==> src/logic/uart_pkg.sv <==
// Fixed 8N1 frames only; FIFO_SZ must be a power of two and CW wide enough to hold FIFO_SZ
package uart_pkg;

  //////////////////////////////////////////////////////////////////////
  // Widths and sizes
  //////////////////////////////////////////////////////////////////////

  localparam int unsigned DW      = 8;   // Data bits per frame
  localparam int unsigned BW      = 16;  // Baud and sample counters
  localparam int unsigned FIFO_SZ = 16;  // Entries per FIFO
  localparam int unsigned CW      = 5;   // Load count, 0..FIFO_SZ
  localparam int unsigned AW      = 6;   // Register offset

  //////////////////////////////////////////////////////////////////////
  // Register map
  //////////////////////////////////////////////////////////////////////

  // TX side
  localparam logic [AW-1:0] ADR_TX_DAT = 6'h00;  // Push into TX FIFO
  localparam logic [AW-1:0] ADR_TX_CNT = 6'h04;  // TX load, read only
  localparam logic [AW-1:0] ADR_TX_BDR = 6'h08;  // Bit period minus one
  localparam logic [AW-1:0] ADR_TX_IRQ = 6'h10;  // Low-water threshold
  // RX side
  localparam logic [AW-1:0] ADR_RX_DAT = 6'h20;  // Pop from RX FIFO
  localparam logic [AW-1:0] ADR_RX_CNT = 6'h24;  // RX load, read only
  localparam logic [AW-1:0] ADR_RX_BDR = 6'h28;  // Bit period minus one
  localparam logic [AW-1:0] ADR_RX_SMP = 6'h2C;  // Sample point in bit
  localparam logic [AW-1:0] ADR_RX_IRQ = 6'h30;  // High-water threshold

  // Reset values of the configuration registers
  localparam logic [BW-1:0] RST_BDR = 16'd15;  // 16 cycles per bit
  localparam logic [BW-1:0] RST_SMP = 16'd7;   // Mid bit
  localparam logic [CW-1:0] RST_IRQ = 5'd0;

  //////////////////////////////////////////////////////////////////////
  // Bus and stream types
  //////////////////////////////////////////////////////////////////////

  // Write request, takes effect on the edge where vld is high
  typedef struct packed {
    logic          vld;
    logic [AW-1:0] adr;
    logic [31:0]   wdt;
  } wr_req_t;

  // Read request, data returned in the same cycle
  typedef struct packed {
    logic          vld;  // Only qualifies the RX pop
    logic [AW-1:0] adr;
  } rd_req_t;

  typedef struct packed {
    logic [31:0] rdt;
  } rd_rsp_t;

  // Byte stream, rdy runs alongside in the other direction
  typedef struct packed {
    logic          vld;
    logic [DW-1:0] dat;
  } byte_str_t;

endpackage: uart_pkg

==> src/logic/uart_ctrl.sv <==
// Single clock tcb_wrc, 8N1 only; both bus channels always ready, full FIFOs drop bytes
`timescale 1ns/1ps

module uart_ctrl (
  input  logic              tcb_wrc,
  input  logic              rst_n,
  // Register channels
  input  uart_pkg::wr_req_t wr_req,
  input  uart_pkg::rd_req_t rd_req,
  output uart_pkg::rd_rsp_t rd_rsp,
  // Serial line
  input  logic              uart_rxd,
  output logic              uart_txd,
  // Level interrupts
  output logic              irq_tx,  // TX load below threshold
  output logic              irq_rx   // RX load above threshold
);

  import uart_pkg::*;

  // Configuration
  logic [BW-1:0] tx_bdr, rx_bdr;  // Bit periods minus one
  logic [BW-1:0] rx_smp;          // RX sample phase
  logic [CW-1:0] tx_irq, rx_irq;  // Thresholds
  // FIFO loads
  logic [CW-1:0] tx_cnt, rx_cnt;
  // Bus side streams
  byte_str_t     tx_bus, rx_bus;
  logic          tx_bus_rdy, rx_bus_rdy;
  // Line side streams
  byte_str_t     tx_str, rx_str;
  logic          tx_str_rdy;

  //////////////////////////////////////////////////////////////////////
  // Write channel
  //////////////////////////////////////////////////////////////////////

  always_ff @(posedge tcb_wrc) begin
    if (!rst_n) begin
      tx_bdr <= RST_BDR;
      tx_irq <= RST_IRQ;
      rx_bdr <= RST_BDR;
      rx_smp <= RST_SMP;
      rx_irq <= RST_IRQ;
    end else if (wr_req.vld) begin
      case (wr_req.adr)
        ADR_TX_BDR: tx_bdr <= wr_req.wdt[BW-1:0];
        ADR_TX_IRQ: tx_irq <= wr_req.wdt[CW-1:0];
        ADR_RX_BDR: rx_bdr <= wr_req.wdt[BW-1:0];
        ADR_RX_SMP: rx_smp <= wr_req.wdt[BW-1:0];
        ADR_RX_IRQ: rx_irq <= wr_req.wdt[CW-1:0];
        default:    ;  // Counts and holes ignored
      endcase
    end
  end

  // TX data push drops the byte when the FIFO is full
  assign tx_bus.vld = wr_req.vld & (wr_req.adr == ADR_TX_DAT) & tx_bus_rdy;
  assign tx_bus.dat = wr_req.wdt[DW-1:0];

  //////////////////////////////////////////////////////////////////////
  // Read channel
  //////////////////////////////////////////////////////////////////////

  always_comb begin
    case (rd_req.adr)
      ADR_TX_CNT: rd_rsp.rdt = 32'(tx_cnt);
      ADR_TX_BDR: rd_rsp.rdt = 32'(tx_bdr);
      ADR_TX_IRQ: rd_rsp.rdt = 32'(tx_irq);
      ADR_RX_DAT: rd_rsp.rdt = rx_bus.vld ? 32'(rx_bus.dat) : '0;  // Empty reads 0
      ADR_RX_CNT: rd_rsp.rdt = 32'(rx_cnt);
      ADR_RX_BDR: rd_rsp.rdt = 32'(rx_bdr);
      ADR_RX_SMP: rd_rsp.rdt = 32'(rx_smp);
      ADR_RX_IRQ: rd_rsp.rdt = 32'(rx_irq);
      default:    rd_rsp.rdt = '0;  // TX data and holes
    endcase
  end

  // Valid data read pops the RX FIFO unless it is empty
  assign rx_bus_rdy = rd_req.vld & (rd_req.adr == ADR_RX_DAT);

  //////////////////////////////////////////////////////////////////////
  // TX path
  //////////////////////////////////////////////////////////////////////

  uart_fifo tx_fifo (
    .tcb_wrc (tcb_wrc),
    .rst_n   (rst_n),
    .sti     (tx_bus),
    .sti_rdy (tx_bus_rdy),
    .sto     (tx_str),
    .sto_rdy (tx_str_rdy),  // Drains only when serializer idle
    .cnt     (tx_cnt)
  );

  uart_ser tx_ser (
    .tcb_wrc (tcb_wrc),
    .rst_n   (rst_n),
    .cfg_bdr (tx_bdr),
    .str     (tx_str),
    .str_rdy (tx_str_rdy),
    .txd     (uart_txd)
  );

  //////////////////////////////////////////////////////////////////////
  // RX path
  //////////////////////////////////////////////////////////////////////

  uart_des rx_des (
    .tcb_wrc (tcb_wrc),
    .rst_n   (rst_n),
    .cfg_bdr (rx_bdr),
    .cfg_smp (rx_smp),
    .rxd     (uart_rxd),
    .str     (rx_str)
  );

  uart_fifo rx_fifo (
    .tcb_wrc (tcb_wrc),
    .rst_n   (rst_n),
    .sti     (rx_str),
    .sti_rdy (),  // No back-pressure into the deserializer
    .sto     (rx_bus),
    .sto_rdy (rx_bus_rdy),
    .cnt     (rx_cnt)
  );

  // Interrupt levels
  assign irq_tx = (tx_cnt < tx_irq);
  assign irq_rx = (rx_cnt > rx_irq);

endmodule: uart_ctrl

==> src/logic/uart_des.sv <==
// 8N1 only; cfg_smp must not exceed cfg_bdr, sampling lags the line by the 2-flop sync
`timescale 1ns/1ps

module uart_des (
  input  logic                    tcb_wrc,
  input  logic                    rst_n,
  input  logic [uart_pkg::BW-1:0] cfg_bdr,  // Cycles per bit minus one
  input  logic [uart_pkg::BW-1:0] cfg_smp,  // Sample offset in bit
  input  logic                    rxd,
  output uart_pkg::byte_str_t     str
);

  import uart_pkg::*;

  //////////////////////////////////////////////////////////////////////
  // Input synchronizer
  //////////////////////////////////////////////////////////////////////

  logic [2:0]    rxd_sync;  // Two sync flops plus edge history
  logic          rxd_s;     // Synchronized line
  logic          fall;      // Start of a possible start bit
  logic          busy;      // Frame in progress
  logic          vld;       // Byte ready pulse
  logic [BW-1:0] cnt_bdr;   // Cycle within current bit
  logic [3:0]    cnt_bit;   // 0 start, 1..DW data, DW+1 stop
  logic [DW-1:0] sft;       // Received data, LSB first
  logic          smp;       // Sample strobe

  assign rxd_s = rxd_sync[1];
  assign fall  = rxd_sync[2] & ~rxd_sync[1];
  assign smp   = busy & (cnt_bdr == cfg_smp);

  always_ff @(posedge tcb_wrc) begin
    if (!rst_n) begin
      rxd_sync <= '1;  // Idle line, no false edge out of reset
    end else begin
      rxd_sync <= {rxd_sync[1:0], rxd};
    end
  end

  //////////////////////////////////////////////////////////////////////
  // Frame control
  //////////////////////////////////////////////////////////////////////

  always_ff @(posedge tcb_wrc) begin
    if (!rst_n) begin
      busy    <= 1'b0;
      vld     <= 1'b0;
      cnt_bdr <= '0;
      cnt_bit <= '0;
    end else begin
      vld <= 1'b0;  // One cycle pulse
      if (!busy) begin
        if (fall) begin
          busy    <= 1'b1;
          cnt_bdr <= '0;
          cnt_bit <= '0;
        end
      end else begin
        // Bit period
        if (cnt_bdr == cfg_bdr) begin
          cnt_bdr <= '0;
          cnt_bit <= cnt_bit + 1'b1;
        end else begin
          cnt_bdr <= cnt_bdr + 1'b1;
        end
        if (smp) begin
          if ((cnt_bit == '0) && rxd_s) begin
            busy <= 1'b0;  // Glitch, not a start bit
          end else if (cnt_bit == 4'(DW + 1)) begin
            busy <= 1'b0;   // Free again mid stop bit
            vld  <= rxd_s;  // Framing error drops the byte
          end
        end
      end
    end
  end

  // Data bits shift in from the top
  always_ff @(posedge tcb_wrc) begin
    if (smp && (cnt_bit != '0) && (cnt_bit <= 4'(DW))) begin
      sft <= {rxd_s, sft[DW-1:1]};
    end
  end

  assign str.vld = vld;
  assign str.dat = sft;  // Held until next frame's data bits

  //////////////////////////////////////////////////////////////////////
  // Checks
  //////////////////////////////////////////////////////////////////////

  // At most one byte per frame
  a_vld_pulse: assert property (
    @(posedge tcb_wrc) disable iff (!rst_n)
    str.vld |=> !str.vld
  ) else $error("Deserializer valid held two cycles");

endmodule: uart_des

==> src/logic/uart_fifo.sv <==
// Depth FIFO_SZ must be a power of two, pointers wrap by overflow; no output register
`timescale 1ns/1ps

module uart_fifo (
  input  logic                    tcb_wrc,
  input  logic                    rst_n,
  // Write side
  input  uart_pkg::byte_str_t     sti,
  output logic                    sti_rdy,
  // Read side
  output uart_pkg::byte_str_t     sto,
  input  logic                    sto_rdy,
  // Load
  output logic [uart_pkg::CW-1:0] cnt
);

  import uart_pkg::*;

  //////////////////////////////////////////////////////////////////////
  // Storage and pointers
  //////////////////////////////////////////////////////////////////////

  logic [DW-1:0]              mem [FIFO_SZ];  // Byte array
  logic [$clog2(FIFO_SZ)-1:0] wr_ptr;         // Next free slot
  logic [$clog2(FIFO_SZ)-1:0] rd_ptr;         // Oldest entry
  logic                       push;
  logic                       pop;

  // Handshakes
  assign push = sti.vld & sti_rdy;
  assign pop  = sto.vld & sto_rdy;

  // Flags straight from the load count
  assign sti_rdy = (cnt != CW'(FIFO_SZ));  // Low while full
  assign sto.vld = (cnt != '0);            // High while not empty

  // Head of queue, valid the cycle after the first push
  assign sto.dat = mem[rd_ptr];

  always_ff @(posedge tcb_wrc) begin
    if (push) begin
      mem[wr_ptr] <= sti.dat;
    end
  end

  //////////////////////////////////////////////////////////////////////
  // Pointer and load update
  //////////////////////////////////////////////////////////////////////

  always_ff @(posedge tcb_wrc) begin
    if (!rst_n) begin
      wr_ptr <= '0;
      rd_ptr <= '0;
      cnt    <= '0;
    end else begin
      if (push) wr_ptr <= wr_ptr + 1'b1;  // Wraps at FIFO_SZ
      if (pop)  rd_ptr <= rd_ptr + 1'b1;
      // Load moves only when exactly one side transfers
      case ({push, pop})
        2'b10:   cnt <= cnt + 1'b1;
        2'b01:   cnt <= cnt - 1'b1;
        default: cnt <= cnt;  // Idle or push and pop together
      endcase
    end
  end

  //////////////////////////////////////////////////////////////////////
  // Checks
  //////////////////////////////////////////////////////////////////////

  // Pointer wrap and load stay consistent over any push/pop history
  a_cnt_max: assert property (
    @(posedge tcb_wrc) disable iff (!rst_n)
    cnt <= CW'(FIFO_SZ)
  ) else $error("FIFO load above depth");

endmodule: uart_fifo

==> src/logic/uart_ser.sv <==
// 8N1 only, LSB first; takes one byte per frame and idles one cycle between frames
`timescale 1ns/1ps

module uart_ser (
  input  logic                    tcb_wrc,
  input  logic                    rst_n,
  input  logic [uart_pkg::BW-1:0] cfg_bdr,  // Cycles per bit minus one
  input  uart_pkg::byte_str_t     str,
  output logic                    str_rdy,
  output logic                    txd
);

  import uart_pkg::*;

  logic          busy;     // Frame in progress
  logic [BW-1:0] cnt_bdr;  // Cycle within current bit
  logic [3:0]    cnt_bit;  // Bits still to send after the current one
  logic [DW:0]   sft;      // Data bits then stop bit
  logic          bit_end;  // Last cycle of a bit

  assign str_rdy = ~busy;
  assign bit_end = (cnt_bdr == cfg_bdr);

  //////////////////////////////////////////////////////////////////////
  // Bit timing and line driver
  //////////////////////////////////////////////////////////////////////

  always_ff @(posedge tcb_wrc) begin
    if (!rst_n) begin
      busy    <= 1'b0;
      cnt_bdr <= '0;
      cnt_bit <= '0;
      txd     <= 1'b1;  // Line idles high
    end else if (!busy) begin
      if (str.vld) begin
        busy    <= 1'b1;
        cnt_bdr <= '0;
        cnt_bit <= 4'(DW + 1);  // Data plus stop
        txd     <= 1'b0;        // Start bit on the next edge
      end
    end else if (bit_end) begin
      cnt_bdr <= '0;
      if (cnt_bit != '0) begin
        txd     <= sft[0];  // Next bit out
        cnt_bit <= cnt_bit - 1'b1;
      end else begin
        busy <= 1'b0;  // Stop bit done, txd already high
      end
    end else begin
      cnt_bdr <= cnt_bdr + 1'b1;
    end
  end

  // Payload shift, stop bit enters at the top
  always_ff @(posedge tcb_wrc) begin
    if (str.vld & str_rdy) begin
      sft <= {1'b1, str.dat};
    end else if (busy & bit_end) begin
      sft <= {1'b1, sft[DW:1]};
    end
  end

  //////////////////////////////////////////////////////////////////////
  // Checks
  //////////////////////////////////////////////////////////////////////

  // Each frame must leave the line at the stop level
  a_idle_high: assert property (
    @(posedge tcb_wrc) disable iff (!rst_n)
    !busy |-> txd
  ) else $error("txd low while serializer idle");

endmodule: uart_ser

==> config.mk <==
export PLATFORM = sky130hd
export DESIGN_NAME = uart_ctrl
export DESIGN_NICKNAME = d
export VERILOG_FILES = /design/src/logic/uart_pkg.sv /design/src/logic/uart_ctrl.sv /design/src/logic/uart_des.sv /design/src/logic/uart_fifo.sv /design/src/logic/uart_ser.sv
export SDC_FILE = /design/constraint.sdc
export NUM_CORES = 1
export LEC_CHECK = 0
export ABC_AREA = 1
export CORE_MARGIN = 5
export CORE_UTILIZATION = 45
export CTS_BUF_LIST = sky130_fd_sc_hd__clkbuf_16
export DETAILED_ROUTE_END_ITERATION = 8
export DONT_BUFFER_PORTS = 1
export PLACE_DENSITY_LB_ADDON = 0.1
export SLEW_MARGIN = 25
export SYNTH_ARGS = -nofsm -noshare
export SYNTH_HDL_FRONTEND = slang
export SYNTH_HIERARCHICAL = 1
export SYNTH_SLANG_ARGS = --single-unit
==> constraint.sdc <==
create_clock -name tcb_wrc -period 3.8 [get_ports tcb_wrc]
set_input_delay 0.95 -clock tcb_wrc [delete_from_list [all_inputs] [get_ports tcb_wrc]]
set_output_delay 0.95 -clock tcb_wrc [all_outputs]
set_load 0.05 [all_outputs]
# ---- After elaboration in Yosys (flattened, before gate mapping)
# Memories as Yosys holds them, arrays and structs flattened. A register that Yosys moved wholly into a read port is not among the register bits.
# Index checks and enable logic that the tools add are counted.
dict set report classes {
  n_div 0
  mul 0
  bitwise 16
  shift 0
  add_sub_neg 12
  eq_ne 26
  reduce_logical 22
  n_lt_le_gt_ge 3
  mux 40
}
# op count
set ops {}
lappend ops {{16-bit one-hot mux with 8 select lines} 1}
lappend ops {{16-bit two-way mux} 6}
lappend ops {{16-bit equality test} 3}
lappend ops {{6-bit equality test (second input constant)} 8}
lappend ops {{4-bit two-way mux} 11}
lappend ops {{16-bit by 1-bit adder with 16-bit output (second input constant)} 2}
lappend ops {{8-bit two-way mux} 3}
lappend ops {{4-bit by 1-bit adder with 4-bit output (second input constant)} 5}
lappend ops {{5-bit one-hot mux with 2 select lines} 2}
lappend ops {{1-bit two-way mux} 17}
lappend ops {{6-bit by 4-bit equality test with 1-bit output (second input constant)} 2}
lappend ops {{6-bit by 5-bit equality test with 1-bit output (second input constant)} 2}
lappend ops {{2-bit AND reduction} 6}
lappend ops {{5-bit by 1-bit adder with 5-bit output (second input constant)} 2}
lappend ops {{1-bit AND} 10}
lappend ops {{5-bit inequality test (second input constant)} 2}
lappend ops {{2-bit nonzero test} 5}
lappend ops {{5-bit nonzero test} 2}
lappend ops {{5-bit by 1-bit subtractor with 5-bit output (second input constant)} 2}
lappend ops {{4-bit nonzero test} 2}
lappend ops {{6-bit by 3-bit equality test with 1-bit output (second input constant)} 1}
lappend ops {{6-bit logical NOT} 1}
lappend ops {{2-bit inequality test (second input constant)} 3}
lappend ops {{1-bit inverter} 6}
lappend ops {{other kinds (11)} 15}
dict set report totals {
  latchBits 0
  ff_bits 147
  input_bits 49
  memories 2
  ram_bits 256
  wordCells 143
  out_inout_bits 35
  romBits 0
}
# memory words width rd rd_clocked_by_memory_dff wr line_no
set mem_list {}
lappend mem_list {rx_fifo.mem 16 8 1 1 1 uart_fifo.sv:23} ;# logic [DW-1:0] mem [FIFO_SZ];
lappend mem_list {tx_fifo.mem 16 8 1 1 1 uart_fifo.sv:23}

# ---- Longest topological paths before layout
dict set report depth {
  depth_word 6
  mapped_depth 18
  ltp_nobuf 17
}

# ---- Cells and area by module
# Netlist, hierarchy kept.
# module area_per_inst_um2 n_inst seq_area_each_um2 cells_each
set by_module_without_submodules {}
lappend by_module_without_submodules {{uart_fifo (rx_fifo)} 6058.3 1 4184.0 475}
lappend by_module_without_submodules {{uart_fifo (tx_fifo)} 6053.3 1 4184.0 475}
lappend by_module_without_submodules {uart_ctrl 3249.4 1 1161.1 491}
lappend by_module_without_submodules {uart_des 2135.8 1 740.7 332}
lappend by_module_without_submodules {uart_ser 1848.0 1 680.7 293}

# ---- Worst setup path after synthesis
# Ideal clock, no wire load.
dict set report synth_path {
  path_type {input-to-reg}
  start {input port wr_req[33] (netlist name)}
  end {register tx_fifo/cnt[4] (netlist name)}
  arrival_time_ps 2841
  n_path_buf 1
  path_slack_ps 850
  required_time_ps 3691
  cell_stages 16
  cell_sequence {nor2_2 -> nand2_1 -> clkbuf_1 -> nor3b_1 -> nand2_4 -> ha_1 -> xor2_1 -> ha_1 -> inv_1 -> nand2_2 -> nand2_1 -> nand2_1 -> nand2_1 -> nand3_1 -> nand2_1 -> inv_1}
}
# item line_no
set synth_rtl {}
lappend synth_rtl {{from (decl)} uart_ctrl.sv:8} ;# input uart_pkg::wr_req_t wr_req,
lappend synth_rtl {{to (signal assigned)} uart_fifo.sv:60} ;# 2'b10: cnt <= cnt + 1'b1;
lappend synth_rtl {{to (signal assigned)} uart_fifo.sv:61} ;# 2'b01: cnt <= cnt - 1'b1;
lappend synth_rtl {{to (signal assigned)} uart_fifo.sv:62} ;# default: cnt <= cnt;
lappend synth_rtl {{to (decl)} uart_fifo.sv:14} ;# output logic [uart_pkg::CW-1:0] cnt

==> results.json <==
{
  "powerDensity_nw_per_um2": 531,
  "rsz0062_at_grt": "false",
  "ys_types": 39,
  "status": "finished, final reports clean",
  "cp_common_cell": "nand2_1",
  "ant_nets": 0,
  "fin_crit_ps": 3560,
  "wl_met1_um": 22500,
  "setup_viol": 0,
  "hold_violations": 0,
  "grt_use_total_pct": 19.6,
  "min-delay-start": "rx_des/rxd_sync[0]",
  "tightest_slew_ps": 959,
  "die_y_um": 217,
  "postSynthAreaPerCell_sq_um": 9.36,
  "synth_top_family_by_area": "simple AND/OR/NAND/NOR gates",
  "cpPeakStageDelay_ps": 450,
  "slew_headroom_pct": 36.1,
  "drc": 0,
  "utilization_pct": 50.8,
  "antenna_found_initial": 0,
  "firstDrtPassIters": 5,
  "dr_wl_met3_um": 2130,
  "place.gp.congestion": 0.848,
  "tns_ps": 0,
  "layout.nets": 2170,
  "dpl.cell_count": 2583,
  "grt_overflow": 0,
  "synth_compound_area_share_pct": 9.99,
  "ys_seq_elements": 411,
  "syn_inst": 2066,
  "reg2reg_from": "tx_fifo/cnt[2]",
  "peakVddDrop_v": 0.000480,
  "ctsResizeCount": 0,
  "drive_above_1_share_pct": 9.51,
  "worstPathRequired_ps": 2850,
  "drtIter0Drc": 1028,
  "max_cap_viol_count": 0,
  "numPortBuffers": 0,
  "place_ws_ps": 660,
  "grt_pass1_vias": 13130,
  "cts_buffers": 46,
  "synth_warnings": 6,
  "wl_per_cell_um": 17.7,
  "die_x_um": 217,
  "hold_class": "flip-flop to flip-flop",
  "root_buffer": "clkbuf_16",
  "cp_max_fo": 17,
  "synthSimpleGateAreaFrac_pct": 19.3,
  "cts_setup_buffers": 0,
  "synth_top_area_share_pct": 42.2,
  "max_freq_mhz": 281,
  "fillers": 3938,
  "initial_core_util_pct": 45.2,
  "highest_layer": "met4",
  "clk_pin_slew_worst_paths_ps": 60,
  "final_cells": 2670,
  "crit_type": "flip-flop to primary output",
  "fin_ws_ps": 244,
  "cp.arrival_ps": 2610,
  "synth.yosys.seq_area_share_pct": 56.6,
  "cts-hold-fix-buffers": 0,
  "cp-start-kind": "flip-flop",
  "grt_pass1_wl_um": 73500,
  "fin_crit_sh_pct": 93.6,
  "synthAdderAreaFrac_pct": 2.01,
  "synth_xor_area_share_pct": 1.22,
  "final_max_slew_viol_count": 0,
  "path_cells": "buf_4, mux2i_1, o211ai_1, nand3_1, nand2_1, nand2_1, nand3b_1, nand4_1, buf_12",
  "core_sq_um": 42800,
  "clock_latency_ps": 570,
  "yosys-top-cells-area": "edfxtp_1 42%, dfxtp_1 14%, nand2_1 7.1%, nor2_1 4.5%, inv_1 4.2%",
  "grt_max_degree": 102,
  "htreeDepth": 2,
  "dieArea_sq_um": 47200,
  "rows": 76,
  "routed_wl_um": 47100,
  "dr_wl_met2_um": 21500,
  "endpoint_kind": "primary output",
  "syn_area_sq_um": 19300,
  "slowest_stage": "dfxtp_4",
  "muxShareOfSynthArea_pct": 3.31,
  "fin_skew_ps": 13.0,
  "area_delta_synth_final_pct": 12.4,
  "p_leak_nw": 8.43,
  "cts_num_sinks": 411,
  "vias_per_cell": 5.25,
  "vias": 14020,
  "io-pin-count": 84,
  "cts_max_path_buffers": 3,
  "holdWs_ps": 410,
  "cts_tree": "yes",
  "place_hpwl_um": 30900,
  "synth_top_area_cell": "edfxtp_1"
}
[per-layer routing]
metal | vias to the layer above | global-route usage (%)
met3 | 65 | 2.75
li1 | 7028 | -
met4 | 0 | 5.44
met5 | - | 0
met1 | 6629 | 28.6
met2 | 298 | 30.9
[registers in the layout, indices dropped and copies added, names as in the netlist, 5 cells and up, named ones only]
signal,cells
rx_bdr,16
rx_des/cnt_bdr,16
rx_des/sft,8
rx_fifo/cnt,5
rx_fifo/mem,128
rx_irq,5
rx_smp,16
tx_bdr,16
tx_fifo/cnt,5
tx_fifo/mem,128
tx_irq,5
tx_ser/cnt_bdr,16
tx_ser/sft,8
[report_power, final]
part           leakage, nW  total (mW)  switching, mW  internal [mW]
clock network        0.791        4.64           1.79           2.85
registers             3.58        5.17          0.263           4.91
logic                 4.06        1.73           1.11          0.619
[cells in the final DEF (no fill, tap or decap), types with 2 or more instances in the layout]
master and n:
nand2_1 368, edfxtp_1 272, nor2_1 230, inv_1 221, dfxtp_1 137, o21ai_0 130
nand3_1 128, a21oi_1 124, o211ai_1 65, mux2i_1 64, clkbuf_16 47, nand4_1 44
buf_4 40, ha_1 31, o21ai_1 26, xor2_1 22, inv_2 19, nor3_1 17
buf_12 17, conb_1 16, nor2_2 14, nand2_2 11, bufinv_16 9, clkinv_2 9
nand3_2 8, nor2_4 6, nand3b_1 5, clkinv_1 5, xnor2_1 5, or2_2 5
nand2_4 5, clkinvlp_4 3, o22ai_1 3, inv_4 3, nor3b_1 2, inv_6 2
a31o_1 2, dfxtp_4 2
[cell families (layout without fill, tap and decap cells)]
family	after synthesis	count (layout)
AO/OA/AOI/OAI	351	351
XOR/XNOR	27	27
adder cells (fa/ha/maj)	31	31
buffers and inverters	334	376
flip-flops	411	411
multiplexers	64	64
other	1	17
AND/OR/NAND/NOR	847	847
[synthesized netlist by cell type]
cell      count
dfxtp_1     139
buf_6        11
nand2_1     368
nor4_1        1
nand3_2       8
a31o_1        2
edfxtp_1    272
o211ai_1     65
nor2_4        6
nor2_2       14
nor3_1       17
inv_1       215
and2_1        1
conb_1        1
nand3_1     128
inv_4         3
a31oi_1       1
nor3b_1       2
nand3b_1      5
inv_2        19
or2_2         5
buf_2        22
nand2_2      11
buf_4        26
nor2_1      230
clkbuf_1     36
o21ai_1      26
and3_1        1
xor2_1       22
nor3_4        1
o22ai_1       3
a21oi_1     124
xnor2_1       5
nand4_1      44
nand2_4       5
buf_1         2
ha_1         31
mux2i_1      64
o21ai_0     130
[final cells by class]
class	count	area (sq um)	area share [%]
diodes	1	2.50	0.0115
flip-flops and latches	411	11000	50.4
clock buffers	47	1180	5.41
multi-input cells	1336	6980	32.1
clock inverters	34	397	1.82
well taps	546	683	3.14
repair buffers	58	652	3.00
inverters	237	897	4.13
[stage by stage]
step / power, mW / cell area [sq um]
after floorplan: 6.57 / 19400
after global placement: 6.98 / 20100
after detailed placement: 7.00 / 20100
final: 11.5 / 21700
after global routing: 12.1 / 21700
after CTS: 11.7 / 21700
[final timing paths]
kind	to	slack [ps]	depth (start not counted)
worst max-delay path	rd_rsp[5]	240	9
worst min-delay path	rx_des/rxd_sync[1]	410	1
worst max register to register	tx_fifo/mem[8][2]	1330	7
worst min register to register	rx_des/rxd_sync[1]	410	1
[worst max-delay path: cells and delay by family (launching register included)]
| family | cells | cell delay [ps] |
|---|---|---|
| buffers and inverters | 2 | 410 |
| flip-flops | 1 | 450 |
| AND/OR/NAND/NOR | 5 | 760 |
| AO/OA/AOI/OAI | 1 | 300 |
| multiplexers | 1 | 100 |
Power figures use the tool's default switching activity.
